File: config.mk
export PLATFORM = sky130hd
export DESIGN_NAME = drbg_top
export DESIGN_NICKNAME = d
export VERILOG_FILES = /design/src/hw/drbg_pkg.sv /design/src/hw/prf_core.sv /design/src/hw/drbg_state.sv /design/src/hw/drbg_ctrl.sv /design/src/hw/drbg_top.sv
export SDC_FILE = /design/constraint.sdc
export NUM_CORES = 1
export LEC_CHECK = 0
export ABC_AREA = 0
export BUFFER_PORTS_ARGS = -buffer_cell sky130_fd_sc_hd__buf_4
export CAP_MARGIN = 20
export CORE_UTILIZATION = 40
export CTS_CLUSTER_SIZE = 14
export DETAILED_ROUTE_END_ITERATION = 7
export GPL_ROUTABILITY_DRIVEN = 0
export HOLD_SLACK_MARGIN = 0.02
export PLACE_DENSITY = 0.6
export RECOVER_POWER = 25
export SLEW_MARGIN = 20
export SYNTH_ARGS = -nofsm -noshare
export SYNTH_HDL_FRONTEND = slang
export SYNTH_SLANG_ARGS = --single-unit
File: constraint.sdc
create_clock -name clk -period 6.8 [get_ports clk]
set_clock_uncertainty 0.05 [all_clocks]
set_input_delay 0.68 -clock clk [delete_from_list [all_inputs] [get_ports clk]]
set_output_delay 0.68 -clock clk [all_outputs]
set_load 0.03 [all_outputs]
File: src/hw/drbg_pkg.sv
// Shared types and constants for the deterministic nonce generator
// Referenced by the RTL and the testbench model through drbg_pkg:: names
package drbg_pkg;

  // ----------------------------------------
  // Word types
  // ----------------------------------------
  typedef logic [63:0] word_t;  // K, V, seed, private key, hash, tag, nonce
  typedef logic [7:0]  sep_t;   // Domain separator byte
  typedef logic [2:0]  cnt_t;   // Absorbed word count, 1 to 4

  // Request type latched at start
  typedef enum logic {
    mode_keygen = 1'b0,
    mode_sign   = 1'b1
  } drbg_mode_e;

  // Mixing step requested by the controller
  typedef enum logic [2:0] {
    step_k_sep0   = 3'd0,  // K = F_K(V || 0x00 || data)
    step_k_sep1   = 3'd1,  // K = F_K(V || 0x01 || data)
    step_v        = 3'd2,  // V = F_K(V)
    step_k_reseed = 3'd3   // K = F_K(V || 0x00)
  } drbg_step_e;

  // ----------------------------------------
  // Engine request
  // ----------------------------------------
  typedef struct packed {
    word_t       key;    // Mixing key, the current K
    word_t [3:0] msg;    // msg[0] is absorbed first
    cnt_t        count;  // Words in use
  } prf_req_t;

  // ----------------------------------------
  // DRBG constants
  // ----------------------------------------
  localparam word_t K_INIT  = 64'h0000_0000_0000_0000;
  localparam word_t V_INIT  = 64'h0101_0101_0101_0101;
  localparam word_t Q_ORDER = 64'h3FFF_FFFF_FFFF_FFC5;  // Upper bound of the nonce range

  localparam sep_t SEP_ZERO = 8'h00;
  localparam sep_t SEP_ONE  = 8'h01;

  localparam int ROT_AMOUNT = 13;  // Left rotation per round

endpackage

File: src/hw/prf_core.sv
// Keyed mixing engine standing in for the HMAC core
// Latches a request on prf_start, absorbs 1 to 4 words and pulses tag_valid
// Latency is count * ROUNDS + 1 cycles from prf_start
module prf_core #(
  parameter int ROUNDS = 4
) (
  input  logic               clk,
  input  logic               reset_n,
  input  logic               prf_start,
  input  drbg_pkg::prf_req_t req,
  output drbg_pkg::word_t    tag,
  output logic               tag_valid
);

  localparam int RW = (ROUNDS > 1) ? $clog2(ROUNDS) : 1;

  drbg_pkg::prf_req_t req_q;      // Latched request
  drbg_pkg::word_t    state_q;    // Mixing state, the tag when done
  drbg_pkg::word_t    round_out;
  logic               busy_q;
  logic [1:0]         word_idx_q; // Word being mixed
  logic [RW-1:0]      round_q;
  logic               tag_valid_q;
  logic               last_round;
  logic               last_word;

  // One round: rotate left, XOR with state plus key
  function automatic drbg_pkg::word_t mix_round(
    input drbg_pkg::word_t s,
    input drbg_pkg::word_t k
  );
    drbg_pkg::word_t rot;
    rot = (s << drbg_pkg::ROT_AMOUNT) |
          (s >> ($bits(drbg_pkg::word_t) - drbg_pkg::ROT_AMOUNT));
    return rot ^ (s + k);  // Sum wraps mod 2^64
  endfunction

  assign round_out  = mix_round(state_q, req_q.key);
  assign last_round = (round_q == RW'(ROUNDS - 1));
  assign last_word  = ({1'b0, word_idx_q} == req_q.count - 3'd1);

  // ----------------------------------------
  // Datapath
  // ----------------------------------------
  always_ff @(posedge clk)
  begin
    if (prf_start)
    begin
      req_q   <= req;
      state_q <= req.key ^ req.msg[0];  // State starts at key, first word folded in
    end
    else if (busy_q)
    begin
      if (last_round && !last_word)
        state_q <= round_out ^ req_q.msg[word_idx_q + 2'd1];
      else
        state_q <= round_out;
    end
  end

  // ----------------------------------------
  // Word and round sequencing
  // ----------------------------------------
  always_ff @(posedge clk or negedge reset_n)
  begin
    if (!reset_n)
    begin
      busy_q      <= 1'b0;
      word_idx_q  <= 2'd0;
      round_q     <= '0;
      tag_valid_q <= 1'b0;
    end
    else
    begin
      tag_valid_q <= 1'b0;
      if (prf_start)
      begin
        busy_q     <= 1'b1;
        word_idx_q <= 2'd0;
        round_q    <= '0;
      end
      else if (busy_q)
      begin
        if (last_round)
        begin
          round_q <= '0;
          if (last_word)
          begin
            busy_q      <= 1'b0;
            tag_valid_q <= 1'b1;  // Tag lands in state_q on this edge
          end
          else
          begin
            word_idx_q <= word_idx_q + 2'd1;
          end
        end
        else
        begin
          round_q <= round_q + 1'b1;
        end
      end
    end
  end

  assign tag       = state_q;
  assign tag_valid = tag_valid_q;

endmodule

File: src/hw/drbg_state.sv
// DRBG datapath with the K, V and nonce registers
// Builds the engine message for each step, stores the returned tag and
// checks the candidate range for the sign procedure
module drbg_state (
  input  logic                 clk,
  input  logic                 reset_n,
  input  logic                 start_accept,
  input  drbg_pkg::drbg_mode_e mode,
  input  drbg_pkg::word_t      seed,
  input  drbg_pkg::word_t      priv_key,
  input  drbg_pkg::word_t      h1,
  input  drbg_pkg::drbg_step_e step,
  input  logic                 step_start,
  input  logic                 finish,
  input  drbg_pkg::word_t      tag,
  input  logic                 tag_valid,
  output drbg_pkg::prf_req_t   req,
  output logic                 prf_start,
  output logic                 candidate_ok,
  output drbg_pkg::word_t      nonce
);

  drbg_pkg::word_t      k_q;
  drbg_pkg::word_t      v_q;
  drbg_pkg::word_t      d0_q;     // Seed or private key
  drbg_pkg::word_t      d1_q;     // Hash, zero in keygen
  drbg_pkg::word_t      nonce_q;
  drbg_pkg::drbg_mode_e mode_q;
  drbg_pkg::drbg_step_e step_q;   // Step in flight in the engine
  drbg_pkg::sep_t       sep;

  // ----------------------------------------
  // Message building
  // ----------------------------------------
  always_comb
  begin
    sep        = (step == drbg_pkg::step_k_sep1) ? drbg_pkg::SEP_ONE : drbg_pkg::SEP_ZERO;
    req        = '0;
    req.key    = k_q;
    req.msg[0] = v_q;  // Every step starts with V
    case (step)
      drbg_pkg::step_k_sep0,
      drbg_pkg::step_k_sep1:
      begin
        req.msg[1] = drbg_pkg::word_t'(sep);
        req.msg[2] = d0_q;
        req.msg[3] = d1_q;
        req.count  = (mode_q == drbg_pkg::mode_sign) ? 3'd4 : 3'd3;
      end
      drbg_pkg::step_k_reseed:
      begin
        req.msg[1] = drbg_pkg::word_t'(drbg_pkg::SEP_ZERO);
        req.count  = 3'd2;
      end
      default:
      begin
        req.count = 3'd1;  // V alone
      end
    endcase
  end

  assign prf_start = step_start;

  // ----------------------------------------
  // K, V and captured inputs
  // ----------------------------------------
  always_ff @(posedge clk)
  begin
    if (start_accept)
    begin
      k_q <= drbg_pkg::K_INIT;
      v_q <= drbg_pkg::V_INIT;
      if (mode == drbg_pkg::mode_sign)
      begin
        d0_q <= priv_key;
        d1_q <= h1;
      end
      else
      begin
        d0_q <= seed;
        d1_q <= '0;
      end
    end
    else if (tag_valid)
    begin
      if (step_q == drbg_pkg::step_v)
        v_q <= tag;
      else
        k_q <= tag;  // All other steps update K
    end
  end

  // Mode, pending step and output nonce
  always_ff @(posedge clk or negedge reset_n)
  begin
    if (!reset_n)
    begin
      mode_q  <= drbg_pkg::mode_keygen;
      step_q  <= drbg_pkg::step_v;
      nonce_q <= '0;
    end
    else
    begin
      if (start_accept)
        mode_q <= mode;
      if (step_start)
        step_q <= step;
      if (finish)
        nonce_q <= v_q;  // Held until the next result
    end
  end

  // Candidate must lie in 1 .. Q-1
  assign candidate_ok = (v_q != '0) && (v_q < drbg_pkg::Q_ORDER);
  assign nonce        = nonce_q;

endmodule

File: src/hw/drbg_ctrl.sv
// Sequencer for the keygen and sign procedures
// Issues one mixing step at a time and waits for its tag before the next
module drbg_ctrl (
  input  logic                 clk,
  input  logic                 reset_n,
  input  logic                 start,
  input  drbg_pkg::drbg_mode_e mode,
  input  logic                 tag_valid,
  input  logic                 candidate_ok,
  output logic                 start_accept,
  output drbg_pkg::drbg_step_e step,
  output logic                 step_start,
  output logic                 finish,
  output logic                 ready,
  output logic                 valid
);

  typedef enum logic [2:0] {
    st_idle = 3'd0,
    st_k1   = 3'd1,  // K from V, 0x00, data
    st_v1   = 3'd2,
    st_k2   = 3'd3,  // K from V, 0x01, data
    st_v2   = 3'd4,
    st_draw = 3'd5,  // New candidate in V
    st_rs_k = 3'd6,  // Reseed K
    st_rs_v = 3'd7
  } ctrl_state_e;

  ctrl_state_e          state_q;
  ctrl_state_e          state_nxt;
  drbg_pkg::drbg_mode_e mode_q;
  logic                 go_q;     // Decide and launch this cycle
  logic                 valid_q;

  // ----------------------------------------
  // Next state
  // ----------------------------------------
  // Evaluated in the go cycle, one cycle after a tag is stored, so the
  // range test already sees the new V
  always_comb
  begin
    state_nxt = st_idle;
    case (state_q)
      st_idle: state_nxt = st_k1;
      st_k1:   state_nxt = st_v1;
      st_v1:   state_nxt = st_k2;
      st_k2:   state_nxt = st_v2;
      st_v2:   state_nxt = (mode_q == drbg_pkg::mode_sign) ? st_draw : st_idle;
      st_draw: state_nxt = candidate_ok ? st_idle : st_rs_k;
      st_rs_k: state_nxt = st_rs_v;
      st_rs_v: state_nxt = st_draw;  // Draw again after the reseed
      default: state_nxt = st_idle;
    endcase
  end

  // Step issued for the state being entered
  always_comb
  begin
    case (state_nxt)
      st_k1:   step = drbg_pkg::step_k_sep0;
      st_k2:   step = drbg_pkg::step_k_sep1;
      st_rs_k: step = drbg_pkg::step_k_reseed;
      default: step = drbg_pkg::step_v;
    endcase
  end

  // ----------------------------------------
  // Handshake outputs
  // ----------------------------------------
  assign ready        = (state_q == st_idle) && !go_q && !valid_q;
  assign start_accept = start && ready;  // Ignored while busy
  assign step_start   = go_q && (state_nxt != st_idle);
  assign finish       = go_q && (state_nxt == st_idle);
  assign valid        = valid_q;

  always_ff @(posedge clk or negedge reset_n)
  begin
    if (!reset_n)
    begin
      state_q <= st_idle;
      mode_q  <= drbg_pkg::mode_keygen;
      go_q    <= 1'b0;
      valid_q <= 1'b0;
    end
    else
    begin
      valid_q <= finish;  // Nonce register is loaded by then
      if (start_accept)
      begin
        mode_q <= mode;
        go_q   <= 1'b1;  // First step after K and V are initialised
      end
      else if (go_q)
      begin
        state_q <= state_nxt;
        go_q    <= 1'b0;
      end
      else if (tag_valid)
      begin
        go_q <= 1'b1;
      end
    end
  end

endmodule

File: src/hw/drbg_top.sv
// Top level of the nonce generator
// Connects the sequencer, the DRBG datapath and the mixing engine
module drbg_top #(
  parameter int ROUNDS = 4  // Rounds per absorbed word
) (
  input  logic                 clk,
  input  logic                 reset_n,
  input  logic                 start,
  input  drbg_pkg::drbg_mode_e mode,
  input  drbg_pkg::word_t      seed,
  input  drbg_pkg::word_t      priv_key,
  input  drbg_pkg::word_t      h1,
  output logic                 ready,
  output logic                 valid,
  output drbg_pkg::word_t      nonce
);

  logic                 start_accept;
  logic                 step_start;
  logic                 finish;
  logic                 candidate_ok;
  logic                 prf_start;
  logic                 tag_valid;
  drbg_pkg::drbg_step_e step;
  drbg_pkg::prf_req_t   req;
  drbg_pkg::word_t      tag;

  drbg_ctrl i_ctrl (
    .clk          (clk),
    .reset_n      (reset_n),
    .start        (start),
    .mode         (mode),
    .tag_valid    (tag_valid),
    .candidate_ok (candidate_ok),
    .start_accept (start_accept),
    .step         (step),
    .step_start   (step_start),
    .finish       (finish),
    .ready        (ready),
    .valid        (valid)
  );

  drbg_state i_state (
    .clk          (clk),
    .reset_n      (reset_n),
    .start_accept (start_accept),
    .mode         (mode),
    .seed         (seed),
    .priv_key     (priv_key),
    .h1           (h1),
    .step         (step),
    .step_start   (step_start),
    .finish       (finish),
    .tag          (tag),
    .tag_valid    (tag_valid),
    .req          (req),
    .prf_start    (prf_start),
    .candidate_ok (candidate_ok),
    .nonce        (nonce)
  );

  prf_core #(
    .ROUNDS (ROUNDS)
  ) i_prf (
    .clk       (clk),
    .reset_n   (reset_n),
    .prf_start (prf_start),
    .req       (req),
    .tag       (tag),
    .tag_valid (tag_valid)
  );

endmodule

==> results of run 1 <==
==> worst paths after layout <==
| check | to | slack [ns] | cells past startpoint |
|---|---|---|---|
| worst max-delay path | i_state.nonce[19] | 2.04 | 2 |
| worst min-delay path | i_state.d1_q[5] | 0.30 | 2 |
| worst max register to register | i_prf.req_q[162] | 2.36 | 3 |
| worst min register to register | i_prf.req_q[307] | 0.41 | 0 |
| max in group clk | i_prf.req_q[162] | 2.36 | 3 |
| min in group asynchronous | i_state.nonce[46] | 0.94 | 1 |
==> kinds of logic after synthesis <==
logic type | count (synthesis)
muxes | 198
AOI/OAI and AO/OA | 477
buffers and inverters | 169
xor gates and xnor gates | 259
adders and majority gates | 66
and+or+nand+nor | 806
DFF | 658
==> layout by cell type (no fill, tap or decap), drive strengths merged, types with 4 or more instances in the layout <==
| master | count |
|---|---|
| nor2 | 132 |
| xnor2 | 180 |
| a211oi | 6 |
| o21ai | 71 |
| mux2i | 4 |
| clkinv | 20 |
| o31ai | 6 |
| or2 | 5 |
| nand2 | 354 |
| ha | 65 |
| and3 | 8 |
| xor2 | 79 |
| nand3 | 24 |
| a21oi | 223 |
| a221oi | 4 |
| and2 | 194 |
| nor3 | 14 |
| o22ai | 4 |
| dfxtp | 128 |
| edfxtp | 452 |
| buf | 277 |
| nor4 | 22 |
| o21bai | 10 |
| a221o | 6 |
| mux2 | 193 |
| inv | 24 |
| dfrtp | 77 |
| a22oi | 63 |
| nand4 | 40 |
| a21o | 40 |
| clkbuf | 118 |
| a31oi | 9 |
==> flip-flops by register name (all words and copies together), names as in the netlist, 3 cells and up <==
| signal | cells |
|---|---|
| i_ctrl.state_q | 3 |
| i_state.d1_q | 64 |
| i_state.d0_q | 64 |
| i_state.v_q | 64 |
| i_prf.req_q | 260 |
| i_prf.tag | 64 |
| i_state.k_q | 64 |
| i_state.nonce | 64 |
==> per-layer routing <==
layer	vias to the layer above	GRT usage (%)	wire length (um)
li1	9841	-	-
met1	10300	28.0	36000
met2	689	34.1	39400
met3	131	3.33	5110
met4	2	7.68	2380
met5	-	0	10
==> power breakdown <==
part	total (mW)	internal, mW	switching [mW]
registers	4.25	4.25	0
clock network	4.09	2.47	1.62
logic	0.155	0.105	0.0498
total	8.49	6.83	1.67
==> final cells by class <==
| cell class | count | area share (%) |
|---|---|---|
| clock inverters | 25 | 0.555 |
| well taps | 1030 | 3.55 |
| flip-flops and latches | 658 | 49.8 |
| repair buffers | 281 | 5.85 |
| clock buffers | 114 | 6.40 |
| multi-input cells | 1806 | 33.6 |
| inverters | 23 | 0.258 |
==> results.md, run 1 <==
* Status: finished with violations
* Violated checks: capacitance limit, slew limit
* Beginning of the critical path: reset_n
* Share of the clock period used by the worst path at about 70%
* Primary FF master, synth: edfxtp_1
* Clock Sinks at approximately 660
* Number of detailed-route iterations in the first pass at 8
* Post-Route Setup TNS at 0 ns
* Post-synthesis simple-gate area fraction at 12.3%
* Critical path's largest stage delay at approximately 2.1 ns
* Path class of the lowest-slack min-delay path: primary input to flop
* Clk root buf: clkbuf_16
* Via count of the first global-routing pass at approximately 21000
* Beginning of the worst register-to-register path: i_ctrl.state_q[2]
* Final ANT Viol Nets at 0
* Gate Count Post-Synth at between 2000 and 3000
* Leakage at between 10 and 15 nW
* Normalized max-slew margin at -198%
* First-pass GRT wire length at ~130 mm
* Biggest area consumer among synthesized cells: edfxtp_1
* Final instance area at between 0.03 and 0.04 sq mm
* Post-synth ARST share at between 10% and 20%
* Total number of placement rows at about 100
* Number of standard cells in the layout, taps in and fillers out at 3937
* Vert. Die Dim at 281 um
* Main combinational cell family by area after synthesis: simple AND/OR/NAND/NOR gates
* Post-synthesis share of cell area spent on xor and xnor gates at 7.31%
* Max Fclk at around 210 MHz
* CTS Hold Buffers Added at 0
* Estimated wirelength of the detail-placed design at roughly 56 mm
* Worst IR Drop VDD at 0.000139 V
* Final count of pins violating max slew at 265
* Leading post-synthesis cells by instance count: 452 x edfxtp_1, 353 x nand2_1, 223 x a21oi_1, 193 x and2_1, 193 x mux2_2
* Compound-gate portion of the synthesized area at under 10%
* Sequential cell area fraction in the yosys report at ~58%
* Areal power density over the cells at about 230 mW/mm^2
* Clock Pin Slew Worst Setup and Hold Paths at approximately 0.060 ns
* Fin util at between 40 and 50%
* Number of buffers on the longest clock path at 3
* Detail-routed net length per standard cell at 21.1 um
* Required time worst endpoint at 6.85 ns
* Width of the die at about 280 um
* Syn avg cell area at roughly 12 sq um
* Std-Cell Core Area at 0.0763 sq mm
* Worst path most repeated cell: clkbuf_1
* Synth Warn # at 0
* Share of layout cells above drive strength 1 at 21.3%
* Peak fanout along the critical path at 45
* Leading post-synthesis cells by cell area: edfxtp_1 44%, dfxtp_1 8.3%, mux2_2 7.0%
* Setup-failing EPs final at 0
* Kind of capture point of the worst setup path: asynchronous set/reset pin
* Hold Violations, Final at 0
* Critical Setup Path Class: primary input to asynchronous set/reset pin
* Via total after detailed routing at approximately 21000
* Startpoint class of the critical path: primary input
* Grt ovf at 0
* Total area of sequential cells at between 0.015 and 0.02 sq mm
* Synthesis-stage register bit count at between 600 and 700
* Worst-margin pin slew at 4.46 ns
* Area of the multi-input gates at ~0.012 sq mm
* Final Worst Setup Slack at between 2 and 2.5 ns
* Post-CTS Resized at 0
* Boundary pin count at about 260
* Drt via density at about 5.3
* Critical path data arrival time at 4.81 ns
* Most common cell in the synthesized netlist: edfxtp_1
* Area added between synthesis and finish at 17.0%
* Number of nets in the synthesized netlist at around 2900
* Worst-Skew Late Latency at a little over 0.6 ns
* Initial core utilization at 40.7%
* Total number of H-tree levels at 3
* Pin count of the biggest net entering global routing at a little under 200
* Hold Startpoint: h1[5]
* Total power of the final layout at between 8 and 9 mW
* Clock period minus worst slack at 4.76 ns
* Cell count after placement at 3798
* Count of input and output buffers at 261
* Kind of cell adding the most delay to the critical path: buffers and inverters
* Routed Wire Length at between 80 and 90 mm
* Die Outline Area at 0.0787 sq mm
* Synth cell types at between 80 and 90
* Buffers & Inverters on Critical Path at 2
* DRC violation total after the first TritonRoute iteration at between 1500 and 2000
* TritonCTS clock tree: yes
* Number of enable-type register cells in the synthesized netlist at 452
* Initial antenna violation count at 1
* Total global routing track utilization at a little over a fifth
* Synth Area in Adders at about 2.7%
* Synthesized area at roughly 0.031 sq mm
* Remaining design rule violation count at 0
* Reported max-cap violation count at 4
* Multiplexer share of the synthesized area at about 7%
* Cells traversed along the worst timing path: clkbuf_1 -> clkbuf_1
* Filler cells at roughly 6900
* Antenna diode count at 0
* Placed instance area at between 0.03 and 0.04 sq mm
* Pre-CTS setup slack at approximately 2.4 ns
* Share of Yosys cell area claimed by the top area cell type at between 40% and 50%
* Number of buffers inserted during clock tree synthesis at 76
* Setup repair after global routing missed its margin: no
* Standard cell with the maximum stage delay on the critical path: clkbuf_1
* Number of post-CTS setup repair buffers at 0
* Final Hold Slack at 0.299 ns
* Net count reported at finish at between 3000 and 4000
(Power assumes the default switching activity.)
==> run 2: changes to the inputs <==
--- a/config.mk
+++ b/config.mk
@@ -5,7 +5,7 @@
 export SDC_FILE = /design/constraint.sdc
 export NUM_CORES = 1
 export LEC_CHECK = 0
-export ABC_AREA = 0
+export ABC_AREA = 1
 export BUFFER_PORTS_ARGS = -buffer_cell sky130_fd_sc_hd__buf_4
 export CAP_MARGIN = 20
 export CORE_UTILIZATION = 40
==> constraint.sdc (replaced) <==
create_clock -name clk -period 4.8 [get_ports clk]
set_clock_uncertainty 0.05 [all_clocks]
set_input_delay 0.48 -clock clk [delete_from_list [all_inputs] [get_ports clk]]
set_output_delay 0.48 -clock clk [all_outputs]
set_load 0.03 [all_outputs]
==> run 2 against run 1 <==
  * The run still ends with capacitance limit, slew limit left
  * Sequential power increased by 42%
  * Core utilization is 0.74 points lower
  * Sequential share of layout area decreased by 4.4 points
  * Highest routed layer is now met4
  * Largest cell class unchanged
  * Final cell count grew 40%
  * Clock power increased by 33%
  * Non-clock buffer count is 16 higher
==> results.md, run 2 <==
* Initial core utilization at 40.4% (-0.28 points)
* Reported max-cap violation count at 3 (-1)
* Biggest area consumer among synthesized cells: edfxtp_1
* Kind of capture point of the worst setup path: flop
* Gate Count Post-Synth at 4060 (+54%)
* Largest register FFs at 260 (unchanged)
* Most frequent standard cell in the layout excluding fill and tap cells: nand2_1
* Final Hold Slack at 0.0627 ns (-0.237 ns)
* Total number of placement rows at 107 (+5.9%)
* Synthesis-stage register bit count at 658 (unchanged)
* Setup-failing EPs final at 0 (unchanged)
* Synth cell types at 42 (-51%)
* Cell count after placement at 5362 (+41%)
* Normalized max-slew margin at -46.7% (+150 points)
* Total power of the final layout at 11.7 mW (+38%)
* Area added between synthesis and finish at 15.9%
* Leading post-synthesis cells by instance count: 1329 x nand2_1, 635 x inv_1, 452 x edfxtp_1, 352 x nor2_1, 213 x nand3_1
* Post-synth ARST share at 11.9% (unchanged)
* Startpoint class of the critical path: flop
* Count of input and output buffers at 261 (unchanged)
* Primary FF master, synth: edfxtp_1
* Grt ovf at 0 (unchanged)
* Vert. Die Dim at 295 um (+5.2%)
* Areal power density over the cells at 293 mW/mm^2 (+25%)
* Setup repair after global routing missed its margin: no
* Hold Violations, Final at 0 (unchanged)
* Worst-Skew Late Latency at 0.63 ns (about the same)
* Detail-routed net length per standard cell at 19.2 um (-8.9%)
* Max Fclk at between 200 and 300 MHz
* DRC violation total after the first TritonRoute iteration at 2998 (+84%)
* Share of the clock period used by the worst path at between 70% and 80%
* Sequential cell fraction of total power at 51.5% (+1.5 points)
* Synth Warn # at 0 (unchanged)
* Register with the most flip-flops: i_prf.req_q
* Number of buffers inserted during clock tree synthesis at 71 (-6.6%)
* Share of layout cells above drive strength 1 at 12.1% (-9.2 points)
* Estimated wirelength of the detail-placed design at 78.2 mm (+41%)
* Width of the die at 295 um (+5.2%)
* Peak fanout along the critical path at 58 (+29%)
* Synthesized area at 0.0344 sq mm (+11%)
* Leakage at 19.4 nW (+55%)
* Clock Pin Slew Worst Setup and Hold Paths at 0.06 ns (about the same)
* Worst Reg-to-Reg Cells at 14 (+11)
* Worst IR Drop VDD at 0.000249 V (+79%)
* Total number of H-tree levels at 3 (unchanged)
* Internal Dissipation at 9.23 mW (+35%)
* First-pass GRT wire length at 158 mm (+26%)
* Required time worst endpoint at 5.04 ns (-1.81 ns)
* Clk network pwr share at 46.6% (-1.6 points)
* Setup slack, reg-to-reg at 1.44 ns (-0.92 ns)
* Drt via density at 4.97 (-6.7%)
* Syn avg cell area at 8.47 sq um (-28%)
* Net count reported at finish at 4554 (+47%)
* Net switching power at 2.46 mW (+47%)
* Final count of pins violating max slew at 173 (-35%)
* TritonCTS clock tree: yes
* Final ANT Viol Nets at 0 (unchanged)
* Die Outline Area at 0.0872 sq mm (+11%)
* Worst-margin pin slew at 2.20 ns (-2.26 ns)
* Number of buffers on the longest clock path at 3 (unchanged)
* Number of detailed-route iterations in the first pass at 8 (unchanged)
* Clock Sinks at 658 (unchanged)
* Switching share of power at 21.0% (+1.4 points)
* Boundary pin count at 262 (unchanged)
* Clk root buf: clkbuf_16
* Most common cell in the synthesized netlist: nand2_1
* Via count of the first global-routing pass at 25800 (+23%)
* Share of Yosys cell area claimed by the top area cell type at 39.5% (-4.3 points)
* RR Endpoint: i_prf.req_q[243]
* Beginning of the critical path: i_state.v_q[40]
* Pin count of the biggest net entering global routing at 116 (-40%)
* Antenna diode count at 0 (unchanged)
* Critical path data arrival time at 3.60 ns (-1.21 ns)
* Path class of the lowest-slack min-delay path: primary input to flop
* Beginning of the worst register-to-register path: i_state.v_q[40]
* Std-Cell Core Area at 0.0851 sq mm (+12%)
* Leading post-synthesis cells by cell area: edfxtp_1 39%, nand2_1 15%, dfxtp_1 7.5%
* Number of enable-type register cells in the synthesized netlist at 452 (unchanged)
* Initial antenna violation count at 0 (-1)
* Total global routing track utilization at 24.1% (+3.2 points)
* Number of standard cells in the layout, taps in and fillers out at 5495 (+40%)
* Sequential cell area fraction in the yosys report at 52.6% (-5.7 points)
* Clock period minus worst slack at 3.36 ns
* Number of nets in the synthesized netlist at 4322 (+49%)
* Filler cells at 8354 (+21%)
* Status: finished with violations
* Remaining design rule violation count at 0 (unchanged)
* Routed Wire Length at 105 mm (+27%)
* Setup crit end: i_prf.req_q[243]
* Combinational Power Share at 1.9% (about the same)
* Post-Route Setup TNS at 0 ns (unchanged)
* Critical Setup Path Class: flop to flop
* Hold Startpoint: h1[7]
* Via total after detailed routing at 27300 (+30%)
* Most used cells in the layout excluding fill and tap cells: 1325 x nand2_1, 633 x inv_1, 452 x edfxtp_1
* Violated checks: capacitance limit, slew limit
-- run 2: area by class of cell --
class | instances | area (sq um) | area share, %
tap | 1144 | 1430 | 3.59
sequential | 658 | 18100 | 45.4
inverter | 639 | 2410 | 6.05
clock inverter | 30 | 307 | 0.769
multi-input combinational | 2625 | 13300 | 33.4
clock buffer | 102 | 2020 | 5.06
timing repair buffer | 297 | 2290 | 5.75
-- run 2: logic make-up after synthesis --
kind of cell,count (synthesis),synth area share (%)
DFF,658,52.6
adders and majority gates,66,2.42
AOI/OAI and AO/OA,274,4.41
buffers and inverters,777,8.76
xor gates and xnor gates,203,5.17
muxes,122,3.91
and+or+nand+nor,1960,22.7
-- run 2: power groups by stage --
stage / logic, mW / registers (mW) / clock network [mW]
2_1_floorplan: 0.0741 / 6.14 / 0
3_3_place_gp: 0.228 / 6.14 / 0
3_5_place_dp: 0.230 / 6.14 / 0
4_1_cts: 0.232 / 6.02 / 5.52
5_1_grt: 0.261 / 6.01 / 5.73
6_report: 0.228 / 6.02 / 5.44
-- run 2: layer usage --
layer	GRT usage (%)	vias to the layer above	wire length [um]
met5	0	-	0
met4	7.29	0	2950
met3	3.97	157	9100
met2	37.3	1125	46900
met1	34.6	12700	46500
li1	-	13300	-
-- run 2: how the worst min path moves through the flow --
| stage | slack [ns] | depth (start not counted) | endpoint |
|---|---|---|---|
| floorplan | 0.13 | 0 | i_ctrl.go_q |
| global placement | 0.40 | 0 | i_prf.req_q[284] |
| detailed placement | 0.41 | 0 | i_prf.req_q[284] |
| CTS | 0.03 | 3 | i_state.d1_q[7] |
| global route | 0.04 | 3 | i_state.d1_q[7] |
| finish | 0.06 | 3 | i_state.d1_q[7] |
-- run 2: critical path, stage by stage (launching register included) --
cell and delay, ns:
dfxtp_1 0.38, nor2_1 0.12, nand3_1 0.12, nor2_1 0.32
nand2_1 0.10, nor2_1 0.26, nand2_1 0.11, nand3_2 0.11
nand2_2 0.09, nand3_2 0.12, inv_1 0.08, nand2_4 0.07
nand2_4 0.17, inv_8 0.46, buf_4 0.39
-- run 2: repair_timing --
action	CTS	global route
hold endpoints to repair	39	0
hold buffers	1	0
gates resized for setup	0	0
buffers inserted	0	0
-- run 2: through the flow --
step	area [sq um]	setup slack, ns	util (%)
2_1_floorplan	34400	0.0213	-
3_3_place_gp	37600	1.53	44.1
3_5_place_dp	37600	1.47	44.1
4_1_cts	39900	1.46	46.8
5_1_grt	39900	0.945	46.8
6_report	39900	1.44	46.8
==> run 3: changes to the inputs <==
==> constraint.sdc (replaced) <==
create_clock -name clk -period 3.1 [get_ports clk]
set_clock_uncertainty 0.05 [all_clocks]
set_input_delay 0.31 -clock clk [delete_from_list [all_inputs] [get_ports clk]]
set_output_delay 0.31 -clock clk [all_outputs]
set_load 0.03 [all_outputs]
==> run 3 against run 2 <==
  * The run now ends clean
  * Final cell count increased by 5.9%
  * Fmax increased by 9.2%
  * Critical path depth down 2
  * Worst hold slack gained 0.22 ns
  * Sequential power up 55%
  * Count of clock-buffer cells in the layout decreased by 8
  * Sequential share of layout area decreased by 3.2 points
  * Via count grew 5.7%
  * Combinational power increased to 2.6 times the previous value
  * Sequential cell count unchanged
==> results.md, run 3 (same netlist as run 2, synthesis figures left out) <==
* Status: finished clean
* Worst IR Drop VDD at 0.000374 V (+50%)
* Final ANT Viol Nets at 0 (unchanged)
* Share of the clock period used by the worst path at 99.3% (+29 points)
* Buffers & Inverters on Critical Path at 0 (-3)
* Total area of sequential cells at 0.0181 sq mm (about the same)
* Boundary pin count at 262 (unchanged)
* Estimated wirelength of the detail-placed design at 79.9 mm (+2.1%)
* Via total after detailed routing at 28800 (+5.7%)
* Kind of capture point of the worst setup path: flop
* Detail-routed net length per standard cell at 18.9 um (-1.6%)
* Final instance area at 0.0429 sq mm (+7.5%)
* Grt ovf at 0 (unchanged)
* Critical path data arrival time at 3.59 ns (about the same)
* Most used cells in the layout excluding fill and tap cells: 1324 x nand2_1, 633 x inv_1, 452 x edfxtp_1
* Routed Wire Length at 110 mm (+4.2%)
* Pin count of the biggest net entering global routing at 132 (+14%)
* Drt via density at 4.96 (-0.20%)
* Vert. Die Dim at 295 um (unchanged)
* Critical path's largest stage delay at 0.81 ns (+0.35 ns)
* Clock Sinks at 658 (unchanged)
* Reported max-cap violation count at 0 (-3)
* Total number of H-tree levels at 3 (unchanged)
* Leakage at 20.8 nW (+7.1%)
* Max Fclk at 325 MHz (+9.2%)
* Sequential cell fraction of total power at 51.2% (-0.3 points)
* Most frequent standard cell in the layout excluding fill and tap cells: nand2_1
* Die Outline Area at 0.0872 sq mm (unchanged)
* Share of layout cells above drive strength 1 at 13.4% (+1.3 points)
* Number of standard cells in the layout, taps in and fillers out at 5819 (+5.9%)
* Std-Cell Core Area at 0.0851 sq mm (unchanged)
* Clk root buf: clkbuf_16
* Width of the die at 295 um (unchanged)
* Path class of the lowest-slack min-delay path: primary input to flop
* Internal Dissipation at 14.5 mW (+57%)
* Post-Route Setup TNS at 0 ns (unchanged)
* Combinational Power Share at 3.2% (+1.3 points)
* Area of the multi-input gates at 0.0134 sq mm (+0.44%)
* Worst-margin pin slew at 1.21 ns (-0.987 ns)
* Filler cells at 8000 (-4.2%)
* Cell count after placement at 5492 (+2.4%)
* Peak fanout along the critical path at 11 (-81%)
* First-pass GRT wire length at 164 mm (+3.8%)
* Total global routing track utilization at 24.9% (+0.80 points)
* Standard cell with the maximum stage delay on the critical path: nor2_2
* Clock Pin Slew Worst Setup and Hold Paths at 0.06 ns (about the same)
* Kind of cell adding the most delay to the critical path: simple AND/OR/NAND/NOR gates
* Switching share of power at 20.6% (-0.39 points)
* Number of detailed-route iterations in the first pass at 6 (-2)
* Net switching power at 3.76 mW (+53%)
* Number of buffers inserted during clock tree synthesis at 69 (-2.8%)
* Startpoint class of the critical path: flop
* Net count reported at finish at 4880 (+7.2%)
* Number of buffers on the longest clock path at 3 (unchanged)
* Remaining design rule violation count at 0 (unchanged)
* Total number of placement rows at 107 (unchanged)
* Clock period minus worst slack at 3.08 ns (-0.285 ns)
* Areal power density over the cells at 425 mW/mm^2 (+45%)
* Initial antenna violation count at 1 (+1)
* Area added between synthesis and finish at 24.7%
* Count of input and output buffers at 261 (unchanged)
* Register with the most flip-flops: i_prf.req_q
* Via count of the first global-routing pass at 27300 (+6.2%)
* Normalized max-slew margin at 19.1% (+66 points)
* Setup-failing EPs final at 0 (unchanged)
* Required time worst endpoint at 3.61 ns (-1.43 ns)
* Final count of pins violating max slew at 0 (-100%)
* DRC violation total after the first TritonRoute iteration at 2570 (-14%)
* Critical Setup Path Class: flop to flop
* Hold Violations, Final at 0 (unchanged)
* Final Worst Setup Slack at 0.0216 ns (-1.42 ns)
* Cells traversed along the worst timing path: nor2_1 -> nand3_1 -> nor2_1 -> nand2_1 -> nor2_1 -> nand2_1 -> nand3_2 -> nand2_2 -> nand3b_1 -> nor2_2 -> nand3_1 -> nand2_1
* Pre-CTS setup slack at -0.193 ns (-1.66 ns)
* Worst-Skew Late Latency at 0.63 ns (about the same)
* Clk network pwr share at 45.6% (-1.0 points)
* Setup repair after global routing missed its margin: yes
* Placed instance area at 0.0387 sq mm (+3.1%)
* TritonCTS clock tree: yes
* Initial core utilization at 40.4% (unchanged)
* Largest register FFs at 260 (unchanged)
[run 3: cell count changes in the layout (fill, tap and decap cells not counted), moves of 3 or more]
cell / previous run / this run
bufinv_16: 2 / 5
clkbuf_4: 1 / 65
dlygate4sd3_1: 1 / 193
buf_4: 286 / 307
clkbuf_8: 12 / 5
clkinv_1: 5 / 8
buf_12: 6 / 18
clkbuf_1: 20 / 56
[run 3: timing repair]
action / in CTS / in global routing
hold buffers: 193 / 0
pin swaps: 0 / 1
endpoints found under the setup margin: 3 / 87
buffers inserted: 0 / 4
endpoints found under the hold margin: 167 / 0
gates resized for setup: 3 / 9
gates cloned: 0 / 2
[run 3: layer usage]
metal	routed length, um	up-vias	track usage, %
li1	-	13900	-
met1	47300	13600	34.3
met2	50400	1158	39.9
met3	8910	168	4.27
met4	3340	0	7.82
met5	0	-	0
[run 3: worst paths after layout]
check                                 from                 to  slack, ns  cells after the start
setup / recovery           i_state.v_q[20]  i_state.nonce[26]       0.02                     12
hold / removal                       start        i_ctrl.go_q       0.29                      4
max in group asynchronous          reset_n  i_state.nonce[17]       0.98                      3
min in group asynchronous          reset_n   i_state.nonce[0]       0.40                      2
hold reg to reg             i_state.k_q[0]   i_prf.req_q[259]       0.41                      0
setup reg to reg           i_state.v_q[20]  i_state.nonce[26]       0.02                     12
[run 3: final cells by class]
class	count	area share, %
clock buffer	94	4.41
tap	1144	3.34
inverter	639	5.64
clock inverter	33	0.878
multi-input combinational	2627	31.2
timing repair buffer	623	12.3
antenna	1	0.00584
sequential	658	42.2
[run 3: worst min-delay path, delay by kind of cell]
family	cells	cell delay (ns)
AOI/OAI and AO/OA	1	0.16
and+or+nand+nor	1	0.07
buffers and inverters	2	0.31
[run 3: metrics by stage]
stage	utilization, %	power [mW]	hold WS [ns]
floorplan	-	9.62	-0.0356
global placement	45.5	9.86	0.301
detailed placement	45.5	9.87	0.299
CTS	50.4	18.3	0.172
global route	50.4	18.7	0.312
finish	50.4	18.2	0.287
[run 3: power by group through the flow]
stage	Clock [mW]	Combinational (mW)	Sequential, mW
2_1_floorplan	0	0.115	9.50
3_3_place_gp	0	0.361	9.50
3_5_place_dp	0	0.365	9.50
4_1_cts	8.44	0.585	9.32
5_1_grt	8.77	0.641	9.31
6_report	8.31	0.584	9.32
